[src/common/bubl_pkg.sv]
package bubl_pkg;

    ////////////////////////////////////////
    // Bus widths

    localparam int work_aw = 13;       // 8 KB shared work RAM

    typedef logic [15:0]        cpu_addr_t;
    typedef logic [7:0]         cpu_data_t;
    typedef logic [17:0]        rom_addr_t;    // Byte address into main program ROM
    typedef logic [2:0]         bank_t;
    typedef logic [work_aw-1:0] work_addr_t;
    typedef logic [14:0]        sub_rom_addr_t;

    ////////////////////////////////////////
    // Memory map

    localparam cpu_data_t unmapped_data = 8'hff;

    // Banked ROM window, page = bank + offset
    localparam logic [3:0] bank_offset = 4'd2;
    localparam bank_t      bank_xor    = 3'd4;

    // Compared against the top address bits of each window
    localparam logic [2:0] vram_page  = 3'b110;           // C000-DFFF, addr[15:13]
    localparam logic [2:0] work_page  = 3'b111;           // E000-..., addr[15:13]
    localparam logic [6:0] pal_page   = 7'b1111_100;      // F800-F9FF, addr[15:9]
    localparam logic [8:0] sound_page = 9'b1111_1010_0;   // FA00-FA7F, addr[15:7]
    localparam logic [9:0] nmi_page   = 10'b1111_1011_00; // FB00-FB3F, addr[15:6]
    localparam logic [9:0] misc_page  = 10'b1111_1011_01; // FB40-FB7F, addr[15:6]

    ////////////////////////////////////////
    // Register fields

    // Misc control byte
    localparam int ctrl_sub_rst_bit = 4;
    localparam int ctrl_black_bit   = 6;
    localparam int ctrl_flip_bit    = 7;

    // Sound window, low two address bits
    localparam logic [1:0] snd_latch_ofs = 2'd0;
    localparam logic [1:0] snd_reset_ofs = 2'd3;

endpackage

[src/hw/bubl_misc_ctrl.sv]
`timescale 1ns/1ps

module bubl_misc_ctrl (
    input  logic                clk24,
    input  logic                rst,
    input  logic                misc_cs,
    input  bubl_pkg::cpu_data_t main_dout,
    output bubl_pkg::bank_t     bank,
    output logic                sub_rst_n,
    output logic                black_n,
    output logic                flip
);
    import bubl_pkg::*;

    // Misc register at FB40, written as a whole byte
    //   bits 2:0  ROM bank, top bit inverted
    //   bit 4     sub CPU out of reset
    //   bit 6     screen enabled
    //   bit 7     flip
    always_ff @(posedge clk24 or posedge rst) begin
        if (rst) begin
            bank      <= '0;
            sub_rst_n <= 1'b0;    // Sub CPU waits for the main
            black_n   <= 1'b0;
            flip      <= 1'b0;
        end else if (misc_cs) begin
            bank      <= main_dout[2:0] ^ bank_xor;
            sub_rst_n <= main_dout[ctrl_sub_rst_bit];
            black_n   <= main_dout[ctrl_black_bit];
            flip      <= main_dout[ctrl_flip_bit];
        end
    end

endmodule

[config.mk]
export PLATFORM = sky130hd
export DESIGN_NAME = bubl_misc_ctrl
export DESIGN_NICKNAME = d
export VERILOG_FILES = /design/src/common/bubl_pkg.sv /design/src/hw/bubl_misc_ctrl.sv
export SDC_FILE = /design/constraint.sdc
export NUM_CORES = 1
export LEC_CHECK = 0
export ABC_AREA = 1
export BUFFER_PORTS_ARGS = -buffer_cell sky130_fd_sc_hd__buf_2
export CORE_AREA = 4 4 41 43
export DETAILED_ROUTE_END_ITERATION = 8
export DIE_AREA = 0 0 45 47
export PLACE_DENSITY = 0.46
export SLEW_MARGIN = 20
export SYNTH_ARGS = -nofsm -noshare
export SYNTH_HDL_FRONTEND = slang
export SYNTH_SLANG_ARGS = --single-unit
[constraint.sdc]
create_clock -name clk24 -period 0.8 [get_ports clk24]
set_clock_uncertainty 0.2 [all_clocks]
set_input_delay 0.12 -clock clk24 [delete_from_list [all_inputs] [get_ports clk24]]
set_output_delay 0.12 -clock clk24 [all_outputs]
set_load 0.02 [all_outputs]
---- Yosys cells after proc, flatten, opt, wreduce, memory -nomap -nowiden ----
Index checks and enable logic that the tools add are counted.
operators by class
  shifts and indexed selects .............. 0
  $add $sub $neg .......................... 0
  muxes and demuxes ....................... 0
  $lt $le $gt $ge ......................... 0
  div/mod/pow operators ................... 0
  bitwise operators ....................... 1
  multipliers ............................. 0
  reduce and logical (&&, ||, !) cells .... 0
  eq/ne operators ......................... 0
operator list
  kind       count
  $not 1->1  1
storage, ports and cells
  output and inout port bits .............. 6
  RAM bits ................................ 0
  register bits ........................... 6
  memories ................................ 0
  input bits .............................. 11
  bits in latches ......................... 0
  bits in read-only memories .............. 0
  logic and storage cells ................. 5

---- Depth between registers and ports, before layout ----
  depth after elaboration ................. 1
  gate-level depth with buffers ........... 3
  gate-level depth less buffers ........... 3

---- Least setup slack after synthesis ----
No wires, ideal clock.
  path kind ............................... register -> register
  start ................................... reg, netlist name bank[0]
  end ..................................... reg bank[0]
  required time ........................... 0.483 ns
  library setup time ...................... 0.117 ns
  arrival ................................. 0.559 ns
  path slack .............................. -0.076 ns
  path buffers ............................ 0
  period minus slack after synthesis ...... 0.876 ns
  cell stages (with the launch flop) ...... 3
  cell sequence ........................... dfrtp_1 > nand2_1 > nand2_1
RTL lines
  element                 line                  RTL
  end signal: assignment  bubl_misc_ctrl.sv:27  bank <= main_dout[2:0] ^ bank_xor;
  end: declaration        bubl_misc_ctrl.sv:8   output bubl_pkg::bank_t bank,

---- Worst setup path in the final report ----
  start ................................... reg flip
  end ..................................... out flip
RTL lines
  element                   line                  RTL
  start: declaration        bubl_misc_ctrl.sv:11  output logic flip
  start signal: assignment  bubl_misc_ctrl.sv:30  flip <= main_dout[ctrl_flip_bit];
No word-level cell between the ends.

==> summary.md <==
| Metric | Value |
|---|---|
| CTS root buffer | clkbuf_4 |
| Setup TNS | -1790 ps |
| Layout cell share with drive strength beyond 1 | 60.0% |
| DRT iter0 DRCs | 0 |
| Max-Cap Viols | 0 |
| First-pass GRT wire length | approximately 820 um |
| Final Power | ~0.79 mW |
| Synthesized instance count | 27 |
| Clock Sinks | 6 |
| Vias in the first global route | 215 |
| Core area | around 1300 um^2 |
| Clk_lat worst skew | around 240 ps |
| Final Hold Viols | 6 |
| Critical path buffers and inverters | 1 |
| Period utilization | 137% |
| Register area | between 150 and 200 um^2 |
| Ports | 17 |
| Hold WS | -123 ps |
| Syn Area/Cell | about 8.5 um^2 |
| Placed cell areas | 325 um^2 |
| Largest net degree at the start of global routing | 8 |
| Kind of critical path | reg2out |
| DRC | 0 |
| Synth Register Bits | 6 |
| Yosys cell types | 4 |
| Data required, critical path | ~480 ps |
| RSZ-0062 raised after global routing | true |
| Antenna-violating nets left | 0 |
| Initial Util | between 15 and 20% |
| Buffer count from post-CTS setup fixing | 0 |
| Fin worst setup slack | -297 ps |
| Drt pass-1 iters | 1 |
| GRT overflow | 0 |
| Worst hold path type | in2reg |
| Cts bufs inserted | 3 |
| IO buf count | 14 |
| Antenna violations before repair | 0 |
| Critical Path Fanout Max | 2 |
| Routed WL | about 530 um |
| Peak VDD IR | roughly 0.71 mV |
| DIE HEIGHT | ~47 um |
| Startpoint Class | flip-flop |
| Outcome | finished with violations |
| CP top delay family | flip-flops |
| CTS clk-pin slew, worst paths | 50 ps |
| Total GRT Usage | 6.36% |
| Synth-to-layout area growth | 76.5% |
| Vias per cell | around 3.7 |
| Yosys warning count | 0 |
| CP Cell Sequence | buf_6 |
| Critical path's slowest cell | dfrtp_2 |
| Multi-input gate area | between 70 and 80 um^2 |
| Leak pwr | between 0.2 and 0.25 nW |
| H-tree levels | 1 |
| Chip Width | around 45 um |
| Power per cell area | between 1500 and 2000 nW/um^2 |
| CTS tree | built |
| Critical Path Max Stage Delay | around 410 ps |
| Final nets | 58 |
| Mapped Area | between 200 and 250 um^2 |
| Arr. time, crit path | 780 ps |
| Relative slew slack | between 90% and 100% |
| Die area | 2120 um^2 |
| Routed length per instance | approximately 8.8 um |
| DR vias | 220 |
| Fin crit period | ~1100 ps |
| Hold_buf cts | 1 |
| Fin area | just over 400 um^2 |
| Fill cells | ~160 |
| Worst-margin pin slew | between 100 and 150 ps |
| Antenna cell count | 0 |
| Post-Syn Nets | 38 |
| Worst Setup End Kind | output pin |
| Failing checks | negative hold slack, negative setup slack |
| Fmax | 0.911 GHz |
| Clock buffer depth | 2 |
| # setup viols final | 12 |
| # rows | 13 |
| Count of final max-slew check failures | 0 |
| Sequential area share after synthesis | 65.6% |
| GPL Wtd Cong | slightly below 0.6 |
-- report_power, final --
group / switching (mW) / internal (mW) / total, mW
logic: 0.0803 / 0.0815 / 0.162
registers: 0.0192 / 0.336 / 0.356
clock network: 0.107 / 0.170 / 0.277
total: 0.207 / 0.587 / 0.794
-- logic make-up (layout without fill, tap and decap cells) --
family,Yosys count,in the layout,share of synthesized area [%]
buf+inv,3,21,4.92
simple gates,18,18,29.5
flops,6,6,65.6
-- synth_stat cells (all sizes together) --
| master | instances | area share, % |
|---|---|---|
| dfrtp | 6 | 66 |
| inv | 3 | 4.9 |
| nand2 | 18 | 30 |
-- layout make-up --
class | instances | area share [%]
multi-input combinational | 18 | 18.0
sequential | 6 | 39.0
inverter | 3 | 3.72
clock buffer | 3 | 5.57
tap | 15 | 4.64
timing repair buffer | 15 | 29.1
-- path summary, 6_finish.rpt --
check	from	endpoint	slack (ps)	cells past startpoint
min reg2reg	black_n	black_n	280	2
max reg2reg	bank[0]	bank[0]	-10	2
min	main_dout[1]	bank[1]	-120	3
max	flip	flip	-300	1
max in group asynchronous	rst	bank[2]	130	3
min in group asynchronous	rst	sub_rst_n	120	3
-- through the flow --
| stage | instances | util (%) | worst slack [ps] |
|---|---|---|---|
| 2_1_floorplan | 27 | - | -48.2 |
| 3_3_place_gp | 56 | 25.0 | -54.9 |
| 3_5_place_dp | 56 | 25.0 | -54.3 |
| 4_1_cts | 60 | 30.4 | -307 |
| 5_1_grt | 60 | 31.1 | -329 |
| 6_report | 60 | 31.1 | -297 |
-- metal layers --
layer	global-route usage (%)	vias to the layer above	wire [um]
li1	-	115	-
met1	5.32	92	196
met2	8.76	11	237
met3	4.21	2	85
met4	8.77	0	9
met5	0	-	0
-- sequential cells by signal (all words and copies together), names as in the netlist --
| register | cells |
|---|---|
| black_n | 1 |
| flip | 1 |
| bank | 3 |
| sub_rst_n | 1 |
-- repair_timing --
action                                 4_1_cts  5_1_grt
pin swaps                                    0        0
endpoints found under the hold margin       12        6
resized for setup                           12        3
setup endpoints to repair                    6       18
-- cells in the final DEF, fill, tap and decap left out, drive strengths merged --
master	Yosys	final
nand2	18	18
buf	0	14
dfrtp	6	6
clkbuf	0	3
inv	3	2
clkinvlp	0	1
dlygate4sd3	0	1
No activity file was read; power rests on OpenSTA's default activity.
