`config.mk`:
```
export PLATFORM = sky130hd
export DESIGN_NAME = bubl_main_decoder
export DESIGN_NICKNAME = d
export VERILOG_FILES = /design/src/common/bubl_pkg.sv /design/src/hw/bubl_main_decoder.sv
export SDC_FILE = /design/constraint.sdc
export NUM_CORES = 1
export LEC_CHECK = 0
export ABC_AREA = 1
export BUFFER_PORTS_ARGS = -buffer_cell sky130_fd_sc_hd__buf_2
export CORE_AREA = 5 5 42 44
export DETAILED_ROUTE_END_ITERATION = 10
export DIE_AREA = 0 0 47 49
export SLEW_MARGIN = 10
export SYNTH_ARGS = -nofsm -noshare
export SYNTH_HDL_FRONTEND = slang
export SYNTH_SLANG_ARGS = --single-unit
```
`constraint.sdc`:
```
create_clock -name vclk -period 1.5
set_clock_uncertainty 0.2 [all_clocks]
set_input_delay 0.075 -clock vclk [all_inputs]
set_output_delay 0.075 -clock vclk [all_outputs]
set_load 0.05 [all_outputs]
```
`src/common/bubl_pkg.sv`:
```
package bubl_pkg;

    ////////////////////////////////////////
    // Bus widths

    localparam int work_aw = 13;       // 8 KB shared work RAM

    typedef logic [15:0]        cpu_addr_t;
    typedef logic [7:0]         cpu_data_t;
    typedef logic [17:0]        rom_addr_t;    // Byte address into main program ROM
    typedef logic [2:0]         bank_t;
    typedef logic [work_aw-1:0] work_addr_t;
    typedef logic [14:0]        sub_rom_addr_t;

    ////////////////////////////////////////
    // Memory map

    localparam cpu_data_t unmapped_data = 8'hff;

    // Banked ROM window, page = bank + offset
    localparam logic [3:0] bank_offset = 4'd2;
    localparam bank_t      bank_xor    = 3'd4;

    // Compared against the top address bits of each window
    localparam logic [2:0] vram_page  = 3'b110;           // C000-DFFF, addr[15:13]
    localparam logic [2:0] work_page  = 3'b111;           // E000-..., addr[15:13]
    localparam logic [6:0] pal_page   = 7'b1111_100;      // F800-F9FF, addr[15:9]
    localparam logic [8:0] sound_page = 9'b1111_1010_0;   // FA00-FA7F, addr[15:7]
    localparam logic [9:0] nmi_page   = 10'b1111_1011_00; // FB00-FB3F, addr[15:6]
    localparam logic [9:0] misc_page  = 10'b1111_1011_01; // FB40-FB7F, addr[15:6]

    ////////////////////////////////////////
    // Register fields

    // Misc control byte
    localparam int ctrl_sub_rst_bit = 4;
    localparam int ctrl_black_bit   = 6;
    localparam int ctrl_flip_bit    = 7;

    // Sound window, low two address bits
    localparam logic [1:0] snd_latch_ofs = 2'd0;
    localparam logic [1:0] snd_reset_ofs = 2'd3;

endpackage

```
`src/hw/bubl_main_decoder.sv`:
```
`timescale 1ns/1ps

module bubl_main_decoder (
    input  bubl_pkg::cpu_addr_t main_addr,
    input  logic                main_mreq_n,
    input  logic                main_wr_n,
    input  bubl_pkg::bank_t     bank,
    output logic                main_rom_cs,
    output logic                vram_cs,
    output logic                pal_cs,
    output logic                work_cs,
    output logic                sound_cs,
    output logic                misc_cs,
    output logic                nmi_stb,
    output bubl_pkg::rom_addr_t main_rom_addr
);
    import bubl_pkg::*;

    logic       mreq;
    logic       wr;
    logic [3:0] rom_page;   // 16 KB page for the banked window

    assign mreq = !main_mreq_n;
    assign wr   = !main_wr_n;

    // Bubble Bobble map
    always_comb begin
        main_rom_cs = mreq && main_addr[15:14] != 2'b11;   // 0000-BFFF
        vram_cs     = mreq && main_addr[15:13] == vram_page;
        work_cs     = mreq && main_addr[15:13] == work_page
                           && main_addr[12:11] != 2'b11;  // Stops at F7FF
        pal_cs      = mreq && main_addr[15:9] == pal_page;
        sound_cs    = mreq && main_addr[15:7] == sound_page;
        // Write-only registers
        nmi_stb     = mreq && wr && main_addr[15:6] == nmi_page;
        misc_cs     = mreq && wr && main_addr[15:6] == misc_page;
    end

    ////////////////////////////////////////
    // Program ROM address

    assign rom_page = {1'b0, bank} + bank_offset;

    always_comb begin
        if (main_addr[15]) begin
            main_rom_addr = {rom_page, main_addr[13:0]};  // Banked window
        end else begin
            main_rom_addr = {3'd0, main_addr[14:0]};
        end
    end

endmodule

```
### Yosys cells after proc, flatten, opt, wreduce, memory -nomap -nowiden

Index checks and enable logic that the tools add are counted.
W data, S select, Z words.

* register bits: 0
* bits of input ports: 21
* output and inout port bits: 25
* word-level logic and storage cells: 21

* $add $sub $neg: 1
* eq/ne operators: 8
* muxes and demuxes: 1
* reductions and logical operators: 11

Operators with widths (number)
* $eq A10 B10 Y1 const B: 2
* $mux W18: 1
* $eq A9 B9 Y1 const B: 1
* $logic_and A1 B1 Y1: 9
* $eq A7 B7 Y1 const B: 1
* $eq A3 B3 Y1 const B: 2
* $add A3 B2 Y4 const B: 1
* $ne A2 B2 Y1 const B: 2
* $logic_not A1 Y1: 2

### Depth between registers and ports, before layout

* depth after elaboration: 3
* gate-level depth with buffers: 5
* mapped depth without buffers: 5

### Least setup slack after synthesis

Ideal clock, no wire load.

* path type: in2out
* start point: input port main_addr[13]
* end point: output port vram_cs
* arrival time: 1.172 ns
* data required time: 1.225 ns
* setup slack: 0.053 ns
* cell stages on the path: 1
* path buffers: 0
* cells stage by stage: nor3_1

* word-level cells in the longest chain between the ends: 2

RTL lines
* start: declaration: RTL line bubl_main_decoder.sv:4 `input bubl_pkg::cpu_addr_t main_addr,`
* $eq A3 B3 Y1: RTL line bubl_main_decoder.sv:29 `vram_cs = mreq && main_addr[15:13] == vram_page;`
* $logic_and A1 B1 Y1: RTL line bubl_main_decoder.sv:29
* end: declaration: RTL line bubl_main_decoder.sv:9 `output logic vram_cs,`

No other way between the ends.

### Worst setup path after layout

* start point: input port main_addr[1]
* end point: output port main_rom_addr[1]

* word-level cells in the longest chain between the ends: 1

RTL lines
* $mux W18: RTL line bubl_main_decoder.sv:45 `if (main_addr[15]) begin`
* end: declaration: RTL line bubl_main_decoder.sv:15 `output bubl_pkg::rom_addr_t main_rom_addr`

No other way between the ends.

==> results_dict.tcl <==
set metrics [dict create \
    status "finished clean" \
    start_kind "input pin" \
    gr-total-overflow 0 \
    instances_no_fill 95 \
    pwr_density_cell_nw_per_um2 458.6 \
    die_width_um 47 \
    final.setup.tns_ns 0 \
    core_area_um2 1401 \
    cp_slowest_stage_delay_ns 0.86 \
    syn_inst 53 \
    path_cells "dlygate4sd3_1" \
    initial_core_util 0.1973 \
    finalMaxSlewViolations 0 \
    seq_area_frac_synth 0 \
    grt_start_max_net_pins 6 \
    fin_crit_ns 1.209 \
    drive_gt1_frac 0.4684 \
    place_hpwl_um 715 \
    p_seq_frac 0 \
    p_switching_uw 144.8 \
    die_height_um 49 \
    drtPass1Iterations 2 \
    route.met2.wl_um 357 \
    drtAntennaViolNets 0 \
    grtUsageTotal 0.06807 \
    dieArea_um2 2303 \
    grt_first_pass_wirelength_mm 1.276 \
    met1Wirelength_um 350 \
    wl_met3_um 118 \
    p_clk_frac 0 \
    rows 14 \
    cp_slowest_cell "dlygate4sd3_1" \
    synthesis.area_um2 276.5 \
    p_int_uw 48.58 \
    crit_required_ns 1.22 \
    nClkBuffers 0 \
    yosysMostFrequentCell "buf_4" \
    path_class "input pin to output port" \
    io_pins 46 \
    fin_crit_sh 0.8057 \
    synthesis.nets 75 \
    fillers 167 \
    synth_area_per_cell_um2 5.217 \
    cellLeakagePower_nw 0.2832 \
    highest_layer "met3" \
    synth_top_area_cell "buf_4" \
    grt_antenna_before_repair 0 \
    nets 103 \
    crit_arrival_ns 0.93 \
    critical_path.max_fanout 1 \
    min_from "main_addr[11]" \
    final_util 0.3009 \
    drcViolationCount 0 \
    peakVddDrop_mv 0.2577 \
    gp_congestion 0.7480 \
    area_growth_pct 52.49 \
    p_sw_frac 0.7488 \
    path_delay_family "buffers and inverters" \
    drtIter0Drc 2 \
    port_buffers 34 \
    multi_input_area_um2 137.6 \
    place_inst 89 \
    holdPathStages 2 \
    maxCapViolations 0 \
    setup_ws_ns 0.2915 \
    rsz0062_at_grt "no" \
    slew_headroom 0.6591 \
    timing.hold.ws_ns 0.2518 \
    grt_pass1_vias 301 \
    ys_top_cells_by_count "14 x buf_4, 12 x nor2_1, 11 x nand2_1" \
    worst-path-buf-inv 1 \
    vias 363 \
    synth_top_area_frac 0.3801 \
    routed_wl_um 826 \
    hold_viol_final 0 \
    viasPerCell 3.821 \
    diodes 0 \
    wire_per_inst_um 8.695 \
    yosysUniqueCellTypes 11 \
    worst_pin_slew_ns 0.5097 \
    seqCellArea_um2 0 \
    hold_path.class "input pin to output port" \
    fmax_ghz 0.8275 \
    numSequentialCells 0 \
    worstHoldEndpoint "main_rom_addr[11]" \
    cp-end-kind "output port" \
    synthTopCellsByArea "buf_4 38%, nor2_1 16%, nand2_1 15%" \
    cts_setup_buffers 0 \
    pre_cts_ws_ns 0.4020 \
    p_comb_frac 1.000 \
    yosysWarnings 0 \
    setup_viol 0 \
]
[area by class of cell]
type	instances	share of cell area
timing repair buffer	40	0.5460
inverter	9	0.08012
multi-input combinational	30	0.3264
tap	16	0.04748
[kinds of logic (layout without fill, tap and decap cells)]
logic type    Yosys count  in the layout  share of synthesized area
fa+ha+maj               1              1                    0.04524
buf+inv                23             49                     0.5023
simple gates           29             29                     0.4525
[layout by cell type, fill, tap and decap left out]
| cell type | n |
|---|---|
| buf_2 | 34 |
| nor2_1 | 12 |
| nand2_1 | 11 |
| inv_1 | 8 |
| dlygate4sd3_1 | 6 |
| nand3_1 | 2 |
| nand2_2 | 1 |
| inv_2 | 1 |
| nand3_2 | 1 |
| nand3b_1 | 1 |
| nor3_1 | 1 |
| ha_1 | 1 |
[what timing repair did]
action,4_1_cts,5_1_grt
hold buffers,6,0
hold endpoints to repair,6,0
resized for setup,0,0
setup endpoints to repair,0,0
[metal layers]
| layer | GRT usage | vias to the layer above |
|---|---|---|
| li1 | - | 194 |
| met1 | 0.09565 | 144 |
| met2 | 0.1154 | 25 |
| met3 | 0.007380 | 0 |
| met4 | 0 | 0 |
| met5 | 0 | - |
[worst max path at each step]
stage / depth (start not counted) / slack, ns / startpoint / end
2_1_floorplan: 1 / 0.05 / main_addr[13] / vram_cs
3_3_place_gp: 7 / 0.39 / main_mreq_n / nmi_stb
3_5_place_dp: 7 / 0.40 / main_addr[10] / nmi_stb
5_1_grt: 1 / 0.28 / main_addr[0] / main_rom_addr[0]
6_report: 1 / 0.29 / main_addr[1] / main_rom_addr[1]
4_1_cts: 1 / 0.30 / main_addr[1] / main_rom_addr[1]
[power groups by stage]
| stage | clock network, mW | logic (mW) | registers, mW |
|---|---|---|---|
| after detailed placement | 0 | 0.151 | 0 |
| after floorplan | 0 | 0.160 | 0 |
| after global routing | 0 | 0.206 | 0 |
| after global placement | 0 | 0.150 | 0 |
| final | 0 | 0.193 | 0 |
| after CTS | 0 | 0.195 | 0 |
[metrics by stage]
step                      total power [mW]  area, um^2
after floorplan                     0.1596       276.5
after global placement              0.1497       361.6
after detailed placement            0.1506       361.6
after CTS                           0.1950       421.7
after global routing                0.2062       421.7
final                               0.1934       421.7
Power figures use the tool's default switching activity.
