## src/common/bubl_pkg.sv

```systemverilog
package bubl_pkg;

    ////////////////////////////////////////
    // Bus widths

    localparam int work_aw = 13;       // 8 KB shared work RAM

    typedef logic [15:0]        cpu_addr_t;
    typedef logic [7:0]         cpu_data_t;
    typedef logic [17:0]        rom_addr_t;    // Byte address into main program ROM
    typedef logic [2:0]         bank_t;
    typedef logic [work_aw-1:0] work_addr_t;
    typedef logic [14:0]        sub_rom_addr_t;

    ////////////////////////////////////////
    // Memory map

    localparam cpu_data_t unmapped_data = 8'hff;

    // Banked ROM window, page = bank + offset
    localparam logic [3:0] bank_offset = 4'd2;
    localparam bank_t      bank_xor    = 3'd4;

    // Compared against the top address bits of each window
    localparam logic [2:0] vram_page  = 3'b110;           // C000-DFFF, addr[15:13]
    localparam logic [2:0] work_page  = 3'b111;           // E000-..., addr[15:13]
    localparam logic [6:0] pal_page   = 7'b1111_100;      // F800-F9FF, addr[15:9]
    localparam logic [8:0] sound_page = 9'b1111_1010_0;   // FA00-FA7F, addr[15:7]
    localparam logic [9:0] nmi_page   = 10'b1111_1011_00; // FB00-FB3F, addr[15:6]
    localparam logic [9:0] misc_page  = 10'b1111_1011_01; // FB40-FB7F, addr[15:6]

    ////////////////////////////////////////
    // Register fields

    // Misc control byte
    localparam int ctrl_sub_rst_bit = 4;
    localparam int ctrl_black_bit   = 6;
    localparam int ctrl_flip_bit    = 7;

    // Sound window, low two address bits
    localparam logic [1:0] snd_latch_ofs = 2'd0;
    localparam logic [1:0] snd_reset_ofs = 2'd3;

endpackage

```

## src/hw/bubl_sound_comm.sv

```systemverilog
`timescale 1ns/1ps

module bubl_sound_comm (
    input  logic                clk24,
    input  logic                rst,
    input  logic                sound_cs,
    input  bubl_pkg::cpu_addr_t main_addr,
    input  logic                main_wr_n,
    input  logic                main_rd_n,
    input  bubl_pkg::cpu_data_t main_dout,
    input  logic                main_stb,
    output bubl_pkg::cpu_data_t snd_latch,
    output logic                snd_stb,
    output logic                snd_rstn,
    output logic                main_flag
);
    import bubl_pkg::*;

    logic snd_wr;
    logic last_main_stb;

    assign snd_wr = sound_cs && !main_wr_n;

    ////////////////////////////////////////
    // Main to sound

    always_ff @(posedge clk24 or posedge rst) begin
        if (rst) begin
            snd_latch <= '0;
            snd_stb   <= 1'b0;
            snd_rstn  <= 1'b1;    // Sound CPU runs from power up
        end else begin
            snd_stb <= snd_wr && main_addr[1:0] == snd_latch_ofs;
            if (snd_wr && main_addr[1:0] == snd_latch_ofs) begin
                snd_latch <= main_dout;
            end
            if (snd_wr && main_addr[1:0] == snd_reset_ofs) begin
                snd_rstn <= ~main_dout[0];
            end
        end
    end

    ////////////////////////////////////////
    // Sound to main flag

    always_ff @(posedge clk24 or posedge rst) begin
        if (rst) begin
            last_main_stb <= 1'b0;
            main_flag     <= 1'b0;
        end else begin
            last_main_stb <= main_stb;
            if (sound_cs && !main_rd_n) main_flag <= 1'b0;  // Cleared by any read
            // A new strobe wins over a read in the same cycle
            if (main_stb && !last_main_stb) main_flag <= 1'b1;
        end
    end

endmodule

```

## config.mk

```make
export PLATFORM = sky130hd
export DESIGN_NAME = bubl_sound_comm
export DESIGN_NICKNAME = d
export VERILOG_FILES = /design/src/common/bubl_pkg.sv /design/src/hw/bubl_sound_comm.sv
export SDC_FILE = /design/constraint.sdc
export NUM_CORES = 1
export LEC_CHECK = 0
export ABC_AREA = 1
export BUFFER_PORTS_ARGS = -buffer_cell sky130_fd_sc_hd__buf_2
export CORE_UTILIZATION = 39
export DETAILED_ROUTE_END_ITERATION = 7
export GPL_TIMING_DRIVEN = 1
export PLACE_DENSITY = 0.8
export SYNTH_ARGS = -nofsm -noshare
export SYNTH_HDL_FRONTEND = slang
export SYNTH_SLANG_ARGS = --single-unit
```

## constraint.sdc

```tcl
create_clock -name clk24 -period 1.9 [get_ports clk24]
set_input_delay 0.285 -clock clk24 [delete_from_list [all_inputs] [get_ports clk24]]
set_output_delay 0.285 -clock clk24 [all_outputs]
set_load 0.01 [all_outputs]
```

Word level (Yosys, flattened, before mapping). Index checks and enable logic that the tools add are counted.

Word-level logic and storage cells: 19. Register bits after elaboration: 12.

Bitwise operators: 1. Muxes and demuxes: 2. Eq/ne operators: 1. Reduce and logical (&&, ||, !) cells: 10.

Operator list (count): $logic_and 1x1->1 (5); $logic_not 1->1 (3); $eq 2x2->1 const B (1); $logic_not 2->1 (1); $mux 1 (2); $reduce_bool 2->1 (1); $not 1->1 (1).

Logic depth before layout (Yosys ltp).
Word-level depth: 4. Depth in mapped cells: 6. Depth with buffers taken out: 5.

Worst setup path after synthesis. OpenSTA, ideal clock, no wires.

Path kind: register to output. Start: register snd_rstn. End: output port snd_rstn. Buffers on the path: 0. Stages on the path, launching flop included: 1. Data required time: 1.615 ns. Path slack: 1.086 ns. Arrival time: 0.529 ns. Cell sequence: dfstp_2.

RTL lines: start, declared (RTL line bubl_sound_comm.sv:14) `output logic snd_rstn,`; start signal, assigned (RTL line bubl_sound_comm.sv:38) `snd_rstn <= ~main_dout[0];`.

No word-level cell between the ends.

Worst setup path after layout.
Start: register snd_rstn. End: output port snd_rstn.

No word-level cell between the ends.

==> key figures <==
Synthesis
  – #FFs+latches synth: 12
  – Syn Area/Cell: 9.632 sq um
  – Synth Warn #: 0
  – Mapped cell area: 510.5 sq um
  – Syn Inst Count: 53
  – Synth unique cells: 13
  – Sequential element share of the synthesized area: 59.07%
  – Net Count, Synth: slightly above 80

Cells and area
  – Layout Nets: 113
  – Area occupied by multi-input gates: 175.2 sq um
  – Fin cells: 96
  – Layout cell share with drive strength beyond 1: 43.90%
  – Fill cells: 108
  – # diodes: 0
  – Design Area, Final: roughly 700 sq um
  – Reg area: 301.5 sq um
  – P&R area growth vs syn: 33.82%

CTS
  – Max clock buf depth: 2
  – H-tree depth: 1
  – CTS root buf: clkbuf_4
  – Total CTS buffers: 3
  – CTS tree: built
  – Post-CTS Setup Inserts: 0
  – Post-CTS Resized: 0
  – Skew-Pair Late Insertion Delay: ~260 ps
  – Clock transition at the registers of the reported paths: 80 ps
  – Hold buffers post-CTS: 0
  – Clock tree sinks: 12

Detailed routing
  – Final wirelength: 1078 um
  – DRC viols: 0
  – DRT iter0 DRCs: 15
  – DR pass1 iterations: 4
  – Vias/cell: 4.719
  – Routed via count: 453
  – DR WL/cell: 11.23 um
  – Antenna-violating nets left: 0

Place
  – Buffers on Ports: 26
  – Pre-CTS setup slack: between 800 and 900 ps
  – DP Cell Count: 92
  – Placed cell area: around 650 sq um
  – Routability cong.: 0.6064
  – Detailed Place HPWL: around 740 um

Global route
  – Total track usage: 17.79%
  – GR Overflow Total: 0
  – First-pass GRT wire length: 1690 um
  – Largest net degree at the start of global routing: 13
  – Initial antenna violation count: 0
  – Number of global-route vias before repair: slightly below 400

Power
  – Worst vdd ir: between 0.4 and 0.5 mV
  – Power per cell area: roughly 950 mW/mm^2
  – Leakage: 0.4159 nW

Worst setup path
  – Crit end category: output pin
  – Buffer and inverter count on the worst path: 1
  – CP delay by family, top: flip-flops
  – Worst-path maximum fanout: 2
  – Slowest CP cell: dfstp_2
  – Worst EP required: 1620 ps
  – CP cell instances: buf_2
  – Crit path largest cell delay: 530 ps
  – Kind of critical path: flip-flop to output pin
  – Arrival @ worst endpoint: around 900 ps
  – Startpoint types: flip-flop

Floorplanning
  – Initial core utilization: around 44%
  – Die H: between 30 and 40 um
  – Ports: 41
  – Width of the die: 38.18 um
  – Site row count: 12
  – Die area: 0.001458 sq mm
  – Core area: 0.001156 sq mm

Timing
  – RSZ-0062 raised after global routing: no
  – Post-layout min period: 1202 ps
  – Worst Tran Pin Value: between 400 and 500 ps
  – Slew Viols, Final: 0
  – Part of the cycle the worst path needs: 63.26%
  – Slack of the critical path: 698.0 ps
  – Final Hold Fails: 0
  – Clock skew: between 0.02 and 0.03 ps
  – Relative slew slack: between 60% and 70%
  – Final setup viols: 0
  – Max Freq: 832.0 MHz
  – Fin Setup TNS: 0 ps

Flow run
  – Max Cap Viol: 0

Run status
  – Status: completed

Hold path
  – Worst hold path class: input pin to asynchronous set/reset pin
## through the flow
| stage | power [mW] | utilization, % | hold WS [ps] |
|---|---|---|---|
| 3_3_place_gp | 0.4511 | 55.95 | 304.1 |
| 5_1_grt | 0.6852 | 59.09 | 37.54 |
| 3_5_place_dp | 0.4555 | 55.95 | 316.7 |
| 2_1_floorplan | 0.3902 | - | 149.0 |
| 6_report | 0.6514 | 59.09 | 8.518 |
| 4_1_cts | 0.6629 | 59.09 | 18.19 |
## cells in the final DEF, fill, tap and decap left out
cell type,synthesis,layout
buf_2,0,26
clkbuf_4,0,3
clkbuf_8,0,1
clkinv_1,1,1
dfrtp_1,11,11
dfstp_2,1,1
inv_1,4,4
inv_2,1,1
nand2_1,19,19
nand2_2,1,1
nand2_4,1,1
nand3_1,9,9
nor2_4,1,1
nor2_8,1,1
o21ai_0,2,2
## where the power goes
group,leakage (nW),total (mW),internal (mW),switching (mW)
registers,0.148,0.318,0.298,0.0197
logic,0.247,0.135,0.0566,0.0783
clock network,0.0210,0.199,0.116,0.0826
total,0.416,0.651,0.471,0.181
## synthesized netlist by cell type, drive strengths merged
cell | number | area, sq um
dfstp | 1 | 26.28
nand2 | 21 | 88.84
dfrtp | 11 | 275.3
o21ai | 2 | 10.01
clkinv | 1 | 3.750
nor2 | 2 | 31.28
buf | 1 | 11.26
inv | 5 | 18.76
nand3 | 9 | 45.04
## sequential cells by signal, indices dropped and copies added (netlist names)
signal,cells
last_main_stb,1
main_flag,1
snd_latch,8
snd_rstn,1
snd_stb,1
## cells by family (layout without fill, tap and decap cells)
| family | count (synthesis) | in the layout | synth area share, % |
|---|---|---|---|
| buffers and inverters | 7 | 36 | 6.615 |
| and+or+nand+nor | 32 | 32 | 32.35 |
| DFF | 12 | 12 | 59.07 |
| AOI/OAI and AO/OA | 2 | 2 | 1.961 |
## metal layers
layer / track usage [%] / part of all wire (%)
met3: 3.488 / 5.1
met4: 10.71 / 0.74
met5: 0 / 0
met2: 28.39 / 55
met1: 21.97 / 39
## worst paths after layout
kind / cells after the start / end / from / slack, ps
setup / recovery: 1 / snd_rstn / snd_rstn$_DFFE_PP1P_ / 700
hold / removal: 2 / snd_latch[6]$_DFFE_PP0P_ / rst / 9
setup reg to reg: 2 / snd_rstn$_DFFE_PP1P_ / snd_rstn$_DFFE_PP1P_ / 1210
hold reg to reg: 1 / main_flag$_DFFE_PP0P_ / last_main_stb$_DFF_PP0_ / 430
max in group asynchronous: 2 / snd_rstn$_DFFE_PP1P_ / rst / 1550
min in group clk24: 1 / last_main_stb$_DFF_PP0_ / main_stb / 140
## cell type report
class / instances / area share (%)
Clock buffer: 4 / 5.311
Inverter: 6 / 3.297
Multi-Input combinational cell: 34 / 25.64
Sequential cell: 12 / 44.14
Tap cell: 14 / 2.564
Timing Repair Buffer: 26 / 19.05
Note: power is estimated with default switching activity, not from simulation.
