**src/common/bubl_pkg.sv**
```systemverilog
package bubl_pkg;

    ////////////////////////////////////////
    // Bus widths

    localparam int work_aw = 13;       // 8 KB shared work RAM

    typedef logic [15:0]        cpu_addr_t;
    typedef logic [7:0]         cpu_data_t;
    typedef logic [17:0]        rom_addr_t;    // Byte address into main program ROM
    typedef logic [2:0]         bank_t;
    typedef logic [work_aw-1:0] work_addr_t;
    typedef logic [14:0]        sub_rom_addr_t;

    ////////////////////////////////////////
    // Memory map

    localparam cpu_data_t unmapped_data = 8'hff;

    // Banked ROM window, page = bank + offset
    localparam logic [3:0] bank_offset = 4'd2;
    localparam bank_t      bank_xor    = 3'd4;

    // Compared against the top address bits of each window
    localparam logic [2:0] vram_page  = 3'b110;           // C000-DFFF, addr[15:13]
    localparam logic [2:0] work_page  = 3'b111;           // E000-..., addr[15:13]
    localparam logic [6:0] pal_page   = 7'b1111_100;      // F800-F9FF, addr[15:9]
    localparam logic [8:0] sound_page = 9'b1111_1010_0;   // FA00-FA7F, addr[15:7]
    localparam logic [9:0] nmi_page   = 10'b1111_1011_00; // FB00-FB3F, addr[15:6]
    localparam logic [9:0] misc_page  = 10'b1111_1011_01; // FB40-FB7F, addr[15:6]

    ////////////////////////////////////////
    // Register fields

    // Misc control byte
    localparam int ctrl_sub_rst_bit = 4;
    localparam int ctrl_black_bit   = 6;
    localparam int ctrl_flip_bit    = 7;

    // Sound window, low two address bits
    localparam logic [1:0] snd_latch_ofs = 2'd0;
    localparam logic [1:0] snd_reset_ofs = 2'd3;

endpackage

```
**src/work_ram/bubl_bus_arbiter.sv**
```systemverilog
`timescale 1ns/1ps

module bubl_bus_arbiter (
    input  logic                clk24,
    input  logic                rst,
    input  logic                cen6,
    input  logic                work_cs,
    input  logic                vram_cs,
    input  logic                main_wr_n,
    input  bubl_pkg::cpu_addr_t sub_addr,
    input  logic                sub_mreq_n,
    input  logic                sub_wr_n,
    output logic                sub_rom_cs,
    output logic                sub_work_cs,
    output logic                main_we,
    output logic                sub_we,
    output logic                main_busy,
    output logic                sub_busy
);
    import bubl_pkg::*;

    logic main_own;   // Main held the work RAM last cycle
    logic sub_own;    // Sub got in first
    logic h1;         // Video half of the VRAM slot

    // Sub map
    assign sub_rom_cs  = !sub_mreq_n && !sub_addr[15];
    assign sub_work_cs = !sub_mreq_n && sub_addr[15:13] == work_page;

    always_ff @(posedge clk24 or posedge rst) begin
        if (rst) begin
            main_own <= 1'b0;
            sub_own  <= 1'b0;
            h1       <= 1'b0;
        end else begin
            main_own <= work_cs;
            if (!sub_work_cs) sub_own <= 1'b0;
            else if (!work_cs) sub_own <= 1'b1;
            if (cen6) h1 <= ~h1;
        end
    end

    assign main_we = work_cs && main_own && !main_wr_n;
    assign sub_we  = sub_work_cs && !sub_wr_n;

    // Wait requests
    assign main_busy = (sub_own && work_cs) || (vram_cs && h1);
    assign sub_busy  = work_cs && sub_work_cs && !sub_own;

endmodule

```
**config.mk**
```make
export PLATFORM = sky130hd
export DESIGN_NAME = bubl_bus_arbiter
export DESIGN_NICKNAME = d
export VERILOG_FILES = /design/src/common/bubl_pkg.sv /design/src/work_ram/bubl_bus_arbiter.sv
export SDC_FILE = /design/constraint.sdc
export NUM_CORES = 1
export LEC_CHECK = 0
export CAP_MARGIN = 20
export CELL_PAD_IN_SITES_DETAIL_PLACEMENT = 1
export CELL_PAD_IN_SITES_GLOBAL_PLACEMENT = 2
export CORE_AREA = 2 2 39 41
export DETAILED_ROUTE_END_ITERATION = 7
export DIE_AREA = 0 0 41 43
export DONT_BUFFER_PORTS = 1
export PLACE_DENSITY = 0.41
export RECOVER_POWER = 50
export SLEW_MARGIN = 20
export SYNTH_ARGS = -nofsm -noshare
export SYNTH_HDL_FRONTEND = slang
export SYNTH_SLANG_ARGS = --single-unit
export TNS_END_PERCENT = 100
```
**constraint.sdc**
```tcl
create_clock -name clk24 -period 1.5 [get_ports clk24]
set_input_delay 0.225 -clock clk24 [delete_from_list [all_inputs] [get_ports clk24]]
set_output_delay 0.225 -clock clk24 [all_outputs]
set_load 0.03 [all_outputs]
```
# Yosys cells after proc, flatten, opt, wreduce, memory -nomap -nowiden
# Index checks and enable logic that the tools add are counted.
[totals] regBits=3
[classes] n_eq_ne=2 mux=2 n_bitwise=1 n_reduce_logical=15
[op_table] operator="1-bit logical AND" count=9
[op_table] operator="1-bit logical NOT" count=5
[op_table] operator="3-bit equality test (second input constant)" count=1
[op_table] operator="1-bit 2-to-1 mux" count=2
[op_table] operator="2-bit != test (second input constant)" count=1
[op_table] operator="1-bit logical OR" count=1
[op_table] operator="1-bit NOT" count=1

# Longest topological paths before layout
# Gate-level depths: netlist (run 1).
[depth] depth_word=4 ltp_mapped=2

# Worst setup path before layout (run 1)
# OpenSTA, ideal clock, no wires.
[synth_timing] path_kind="in2out" from="input port sub_mreq_n" to="output port sub_busy" arrival_time_ps=848 path_slack_ps=427 stages=2 cell_sequence="nand4b_4 -> nor3b_2"
[synth_between] elab_chain_cells=4
[synth_rtl] item="start: declaration" line="bubl_bus_arbiter.sv:11" rtl="input logic sub_mreq_n,"
[synth_rtl] item="1-bit logical NOT" line="bubl_bus_arbiter.sv:28" rtl="assign sub_work_cs = !sub_mreq_n && sub_addr[15:13] == work_page;"
[synth_rtl] item="1-bit logical AND" line="bubl_bus_arbiter.sv:28"
[synth_rtl] item="1-bit logical AND (2 in series)" line="bubl_bus_arbiter.sv:48" rtl="assign sub_busy = work_cs && sub_work_cs && !sub_own;"
[synth_rtl] item="end: declaration" line="bubl_bus_arbiter.sv:18" rtl="output logic sub_busy"
# Every way passes these cells.

# Worst setup path after layout (run 1)
[layout_timing] from="register sub_own" to="output port sub_busy"
[layout_between] elab_chain_cells=2
[layout_rtl] item="start: declaration" line="bubl_bus_arbiter.sv:23" rtl="logic sub_own;"
[layout_rtl] item="start signal: assignment" line="bubl_bus_arbiter.sv:33" rtl="sub_own <= 1'b0;"
[layout_rtl] item="start signal: assignment" line="bubl_bus_arbiter.sv:37" rtl="if (!sub_work_cs) sub_own <= 1'b0;"
[layout_rtl] item="start signal: assignment" line="bubl_bus_arbiter.sv:38" rtl="else if (!work_cs) sub_own <= 1'b1;"
[layout_rtl] item="1-bit logical NOT" line="bubl_bus_arbiter.sv:48"
[layout_rtl] item="1-bit logical AND" line="bubl_bus_arbiter.sv:48"
# Every way passes these cells.

==> run metrics, run 1 <==
status complete, no violations; pwr dens ~1300 nW/um^2; residual DRC count 0; largest cells by area after synthesis dfrtp_1 (47%), nand4b_4 (15%), nor3b_2 (7.8%); Final min period 1212 ps; sequential share of the synthesized area 46.88%; Num CTS Buffers 3; worst hold path type in -> reg; count of cell types in the netlist 9; vias per cell ~3.4; Cell Area, Synth 160.2 sq um; io pins 30; Setup TNS Final 0 ps; initial antenna violation count 0; Final setup viols 0; #FFs+latches synth 3; Mapped Avg Cell Area 10.68 sq um; Rel. slew slack between 60 and 70%; CTS tree built; Placement Rows 14; multi-input combinational cell area 73.82 sq um; first-pass GRT wire length about 530 um; n_diodes 0; Reg-to-Reg End h1$_DFFE_PP0P_; GPL Wtd Cong 0.5936; CP Class reg -> out; ys flop type dfrtp_1; Die Y 43 um; layout cells sized above 1 between 30% and 40%; fmax 824.8 MHz; R2R setup slack approximately 840 ps; All-Layer GR Usage under 10%; max-capacitance violation count 0; worst vdd ir 0.0002433 V; R2R Path Start h1$_DFFE_PP0P_; htree depth 1; Die Area 1763 sq um; Commonest cells post-synth dfrtp_1 (3), inv_1 (3), nor2_1 (3); CTS resizes 0; Post-synth EDFFs 0; Arr. time, crit path about 990 ps; slowest cell delay on critical path 400 ps; FF/Latch Area 75.07 sq um; unrepaired setup endpoints after global routing no; yosys warns 0; vias in the first global route 139; clk buf depth 2; Die X 41 um; Buffers & Inverters on Critical Path 1; CP Launch Type flop; final std cells w/o fill 39; Critical Path Slowest Stage Cell dfrtp_1; area leader, netlist dfrtp_1; drt first pass iters 1; # fillers 167; period utilization 80.82%; Syn Nets 39; per-cell routed wire length 9.436 um; Synth top area share 46.88%; CP Cell Sequence nor3b_2, buf_4; WHS Path Cells 0; ys async rst share 100.0%; Slew Limit Fails 0; CTS sink cnt 3; CP top delay family flip-flops; Final Hold Vio Count 0; Worst-path clk slew 40 ps; number of nets with antenna violations after routing 0; worst slew pin tran 545.6 ps; core footprint between 1000 and 1500 sq um; worst skew pair latency approximately 230 ps; Hold Startpoint work_cs; cells after synthesis 15; post-layout power about 300 uW; Worst Path Max Fanout 3; Pleak 0.0001250 uW; Placed Cells incl. Taps 34; Fin Clk Skew 0 ps; area delta synth->final 49.22%; number of buffers added on ports 0; R2R cell count 1; via count about 130; final WL 368 um; hold worst-path end main_own$_DFF_PP0_; largest net degree at the start of global routing 6; drt first-iter violations 0; Remaining Overflow, GRT 0; Starting Density 11.57%; CP Data Required Time 1270 ps; Root Driver clkbuf_4; Setup Fix Bufs, Post-CTS 0; crit end category primary output; Final nets 48
## layer usage
layer | track usage, % | part of all wire (%) | wire [um] | vias to the layer above
met5 | 0 | 0 | 0 | -
met4 | 6.000 | 0 | 0 | 0
met3 | 0 | 6.0 | 22 | 0
met2 | 7.813 | 68 | 250 | 3
met1 | 3.896 | 26 | 95 | 66
li1 | - | - | - | 63
## per-stage QoR
step	instance area [sq um]	util [%]	hold WS [ps]	setup WS (ps)
2_1_floorplan	160.2	-	-21.36	427.0
3_3_place_gp	202.7	14.65	-14.47	516.8
3_5_place_dp	202.7	14.65	-13.71	517.1
4_1_cts	239.0	17.27	8.702	262.2
5_1_grt	239.0	17.27	9.609	214.0
6_report	239.0	17.27	20.23	287.6
## registers in the layout, indices dropped and copies added, names as in the netlist
register and cells:
h1 1, main_own 1, sub_own 1
## worst max path at each step
| stage | startpoint | end | slack, ps | depth (start not counted) |
|---|---|---|---|---|
| final | sub_own$_DFFE_PP0P_ | sub_busy | 290 | 2 |
| after global placement | sub_mreq_n | sub_busy | 520 | 3 |
| after floorplan | sub_mreq_n | sub_busy | 430 | 2 |
| after CTS | sub_own$_DFFE_PP0P_ | sub_busy | 260 | 2 |
| after detailed placement | sub_mreq_n | sub_busy | 520 | 3 |
| after global routing | sub_own$_DFFE_PP0P_ | sub_busy | 210 | 2 |
## final cells by class
class / count / area share, %
Sequential cell: 3 / 31.41
Multi-Input combinational cell: 9 / 30.89
Timing Repair Buffer: 4 / 13.61
Clock buffer: 4 / 10.99
Tap cell: 16 / 8.377
Inverter: 3 / 4.712
## placed cells by master, fill, tap and decap left out
cell type	count
nand4b_4	1
a21oi_1	1
inv_1	3
clkbuf_1	1
dfrtp_1	3
nor2_1	3
dlygate4sd3_1	1
nor3b_2	1
xor2_1	1
a22o_1	1
clkbuf_4	3
nand2_1	1
buf_4	3
## power by group
group          internal [uW]  total (uW)  switching (uW)
logic                   20.2        54.2            34.0
registers               97.3         108            10.9
clock network           99.7         142            42.3
total                    217         304            87.2
## kinds of logic after synthesis
group,synth area share [%]
and+or+nand+nor,32.03
AOI/OAI and AO/OA,8.592
DFF,46.87
buffers and inverters,7.031
xor gates and xnor gates,5.470
## repair_timing
action	in CTS	in global routing
endpoints found under the hold margin	3	0
endpoints found under the setup margin	0	0
hold buffers	1	0
(Power assumes the default switching activity.)
==> run 2, diff against run 1 <==
Settings changed: PLACE_DENSITY 0.41 to 0.43.
Clock period 1.5 ns to 1.1 ns, I/O delays scaled along.
==> run 2 against run 1 <==
- count of clock-buffer cells in the layout unchanged
- die area unchanged
- final area up 6.3%
- sequential share of layout area down 1.9 points
- worst hold slack worse by 4.2 ps
- largest cell class unchanged
- the run now ends with setup timing left
- sequential power up 37%
- critical path depth unchanged
==> run metrics, run 2 (synthesis gave the netlist of run 1 again) <==
fmax approximately 900 MHz; All-Layer GR Usage 5.422%; CP top delay family flip-flops; htree depth 1; worst hold path type in -> reg; max-capacitance violation count 0; worst slew pin tran 365.2 ps; FF/Latch Area 75.07 sq um; Starting Density 11.57%; drt first-iter violations 0; layout cells sized above 1 36.00%; worst skew pair latency approximately 230 ps; Die Y 43 um; CP Data Required Time 940 ps; post-detail-place hpwl approximately 300 um; Setup Fix Bufs, Post-CTS 0; most frequent cells in the layout inv_1 (3), nor2_1 (3), clkbuf_4 (3), dfrtp_1 (3), buf_4 (3); R2R setup slack 440 ps; slowest cell delay on critical path 400 ps; CP Class reg -> out; Final min period 1144 ps; placed inst area 210.2 sq um; number of buffers added on ports 0; crit end category primary output; Final setup viols 2; io pins 30; CTS sink cnt 3; vias in the first global route 164; pwr dens 1659 nW/um^2; Die X 41 um; Num CTS Buffers 3; post-route cell area 254.0 sq um; final WL roughly 380 um; pre-CTS setup slack 183.3 ps; Fin Clk Skew 0 ps; Final Hold Vio Count 0; Final nets 50; Rel. slew slack 75.76%; final setup margin -44.13 ps; Pleak 0.0001308 uW; via count approximately 140; CP Launch Type flop; core footprint ~1400 sq um; Worst-path clk slew 40 ps; n_diodes 0; multi-input combinational cell area 75.07 sq um; per-cell routed wire length 9.268 um; Setup TNS Final -84.32 ps; Final Hold Slack roughly 16 ps; largest net degree at the start of global routing 6; residual DRC count 0; top flop regs h1 (1), main_own (1), sub_own (1); Buffers & Inverters on Critical Path 1; first-pass GRT wire length approximately 530 um; clk buf depth 2; Critical Path Slowest Stage Cell dfrtp_1; status finished, violations left; CP Cell Sequence nor3b_2, buf_4; Slew Limit Fails 0; Worst Path Max Fanout 3; vias per cell about 3.5; initial antenna violation count 0; drt first pass iters 1; Arr. time, crit path just under 1000 ps; CTS tree built; Placement Rows 14; failing checks setup timing; # fillers 167; Die Area roughly 1800 sq um; number of nets with antenna violations after routing 0; area delta synth->final 58.59%; GPL Wtd Cong 0.5524; worst vdd ir 0.0001880 V; period utilization 104.0%; Remaining Overflow, GRT 0; post-layout util 18.35%; unrepaired setup endpoints after global routing yes; Root Driver clkbuf_4
## run 2: final timing paths
kind | from | endpoint | cells past startpoint
worst max register to register | h1$_DFFE_PP0P_ | h1$_DFFE_PP0P_ | 1
max in group asynchronous | rst | h1$_DFFE_PP0P_ | 2
min in group asynchronous | rst | main_own$_DFF_PP0_ | 2
worst min-delay path | work_cs | sub_own$_DFFE_PP0P_ | 1
worst max-delay path | sub_own$_DFFE_PP0P_ | sub_busy | 2
worst min register to register | h1$_DFFE_PP0P_ | h1$_DFFE_PP0P_ | 1
## run 2: where the power goes
part	leakage [uW]	total (uW)	switching [uW]	internal [uW]
Combinational	0.0000786	82.0	48.7	33.4
Sequential	0.0000372	148	15.2	133
Clock	0.0000150	191	55.6	136
Total	0.000131	421	119	302
## run 2: timing repair
| action | 4_1_cts | 5_1_grt |
|---|---|---|
| resized for setup | 1 | 0 |
| pin swaps | 1 | 0 |
| endpoints found under the hold margin | 4 | 0 |
| hold buffers | 2 | 0 |
| setup endpoints to repair | 2 | 2 |
## run 2: layout make-up
| type | instances | area share, % |
|---|---|---|
| sequential | 3 | 29.56 |
| clock buffer | 4 | 10.34 |
| timing repair buffer | 6 | 18.23 |
| multi-input combinational | 9 | 29.56 |
| tap | 16 | 7.882 |
| inverter | 3 | 4.433 |
## run 2: metrics by stage
step | power (uW) | instances
floorplan | 210.9 | 15
global placement | 224.2 | 35
detailed placement | 226.4 | 35
CTS | 436.0 | 41
global route | 458.4 | 41
finish | 421.4 | 41
## run 2: per-layer routing
layer	GRT usage (%)	vias to the layer above	part of all wire, %
met1	4.180	63	38
met3	2.094	0	14
met5	0	-	0
met4	12.00	0	0
met2	5.938	13	48
li1	-	68	-
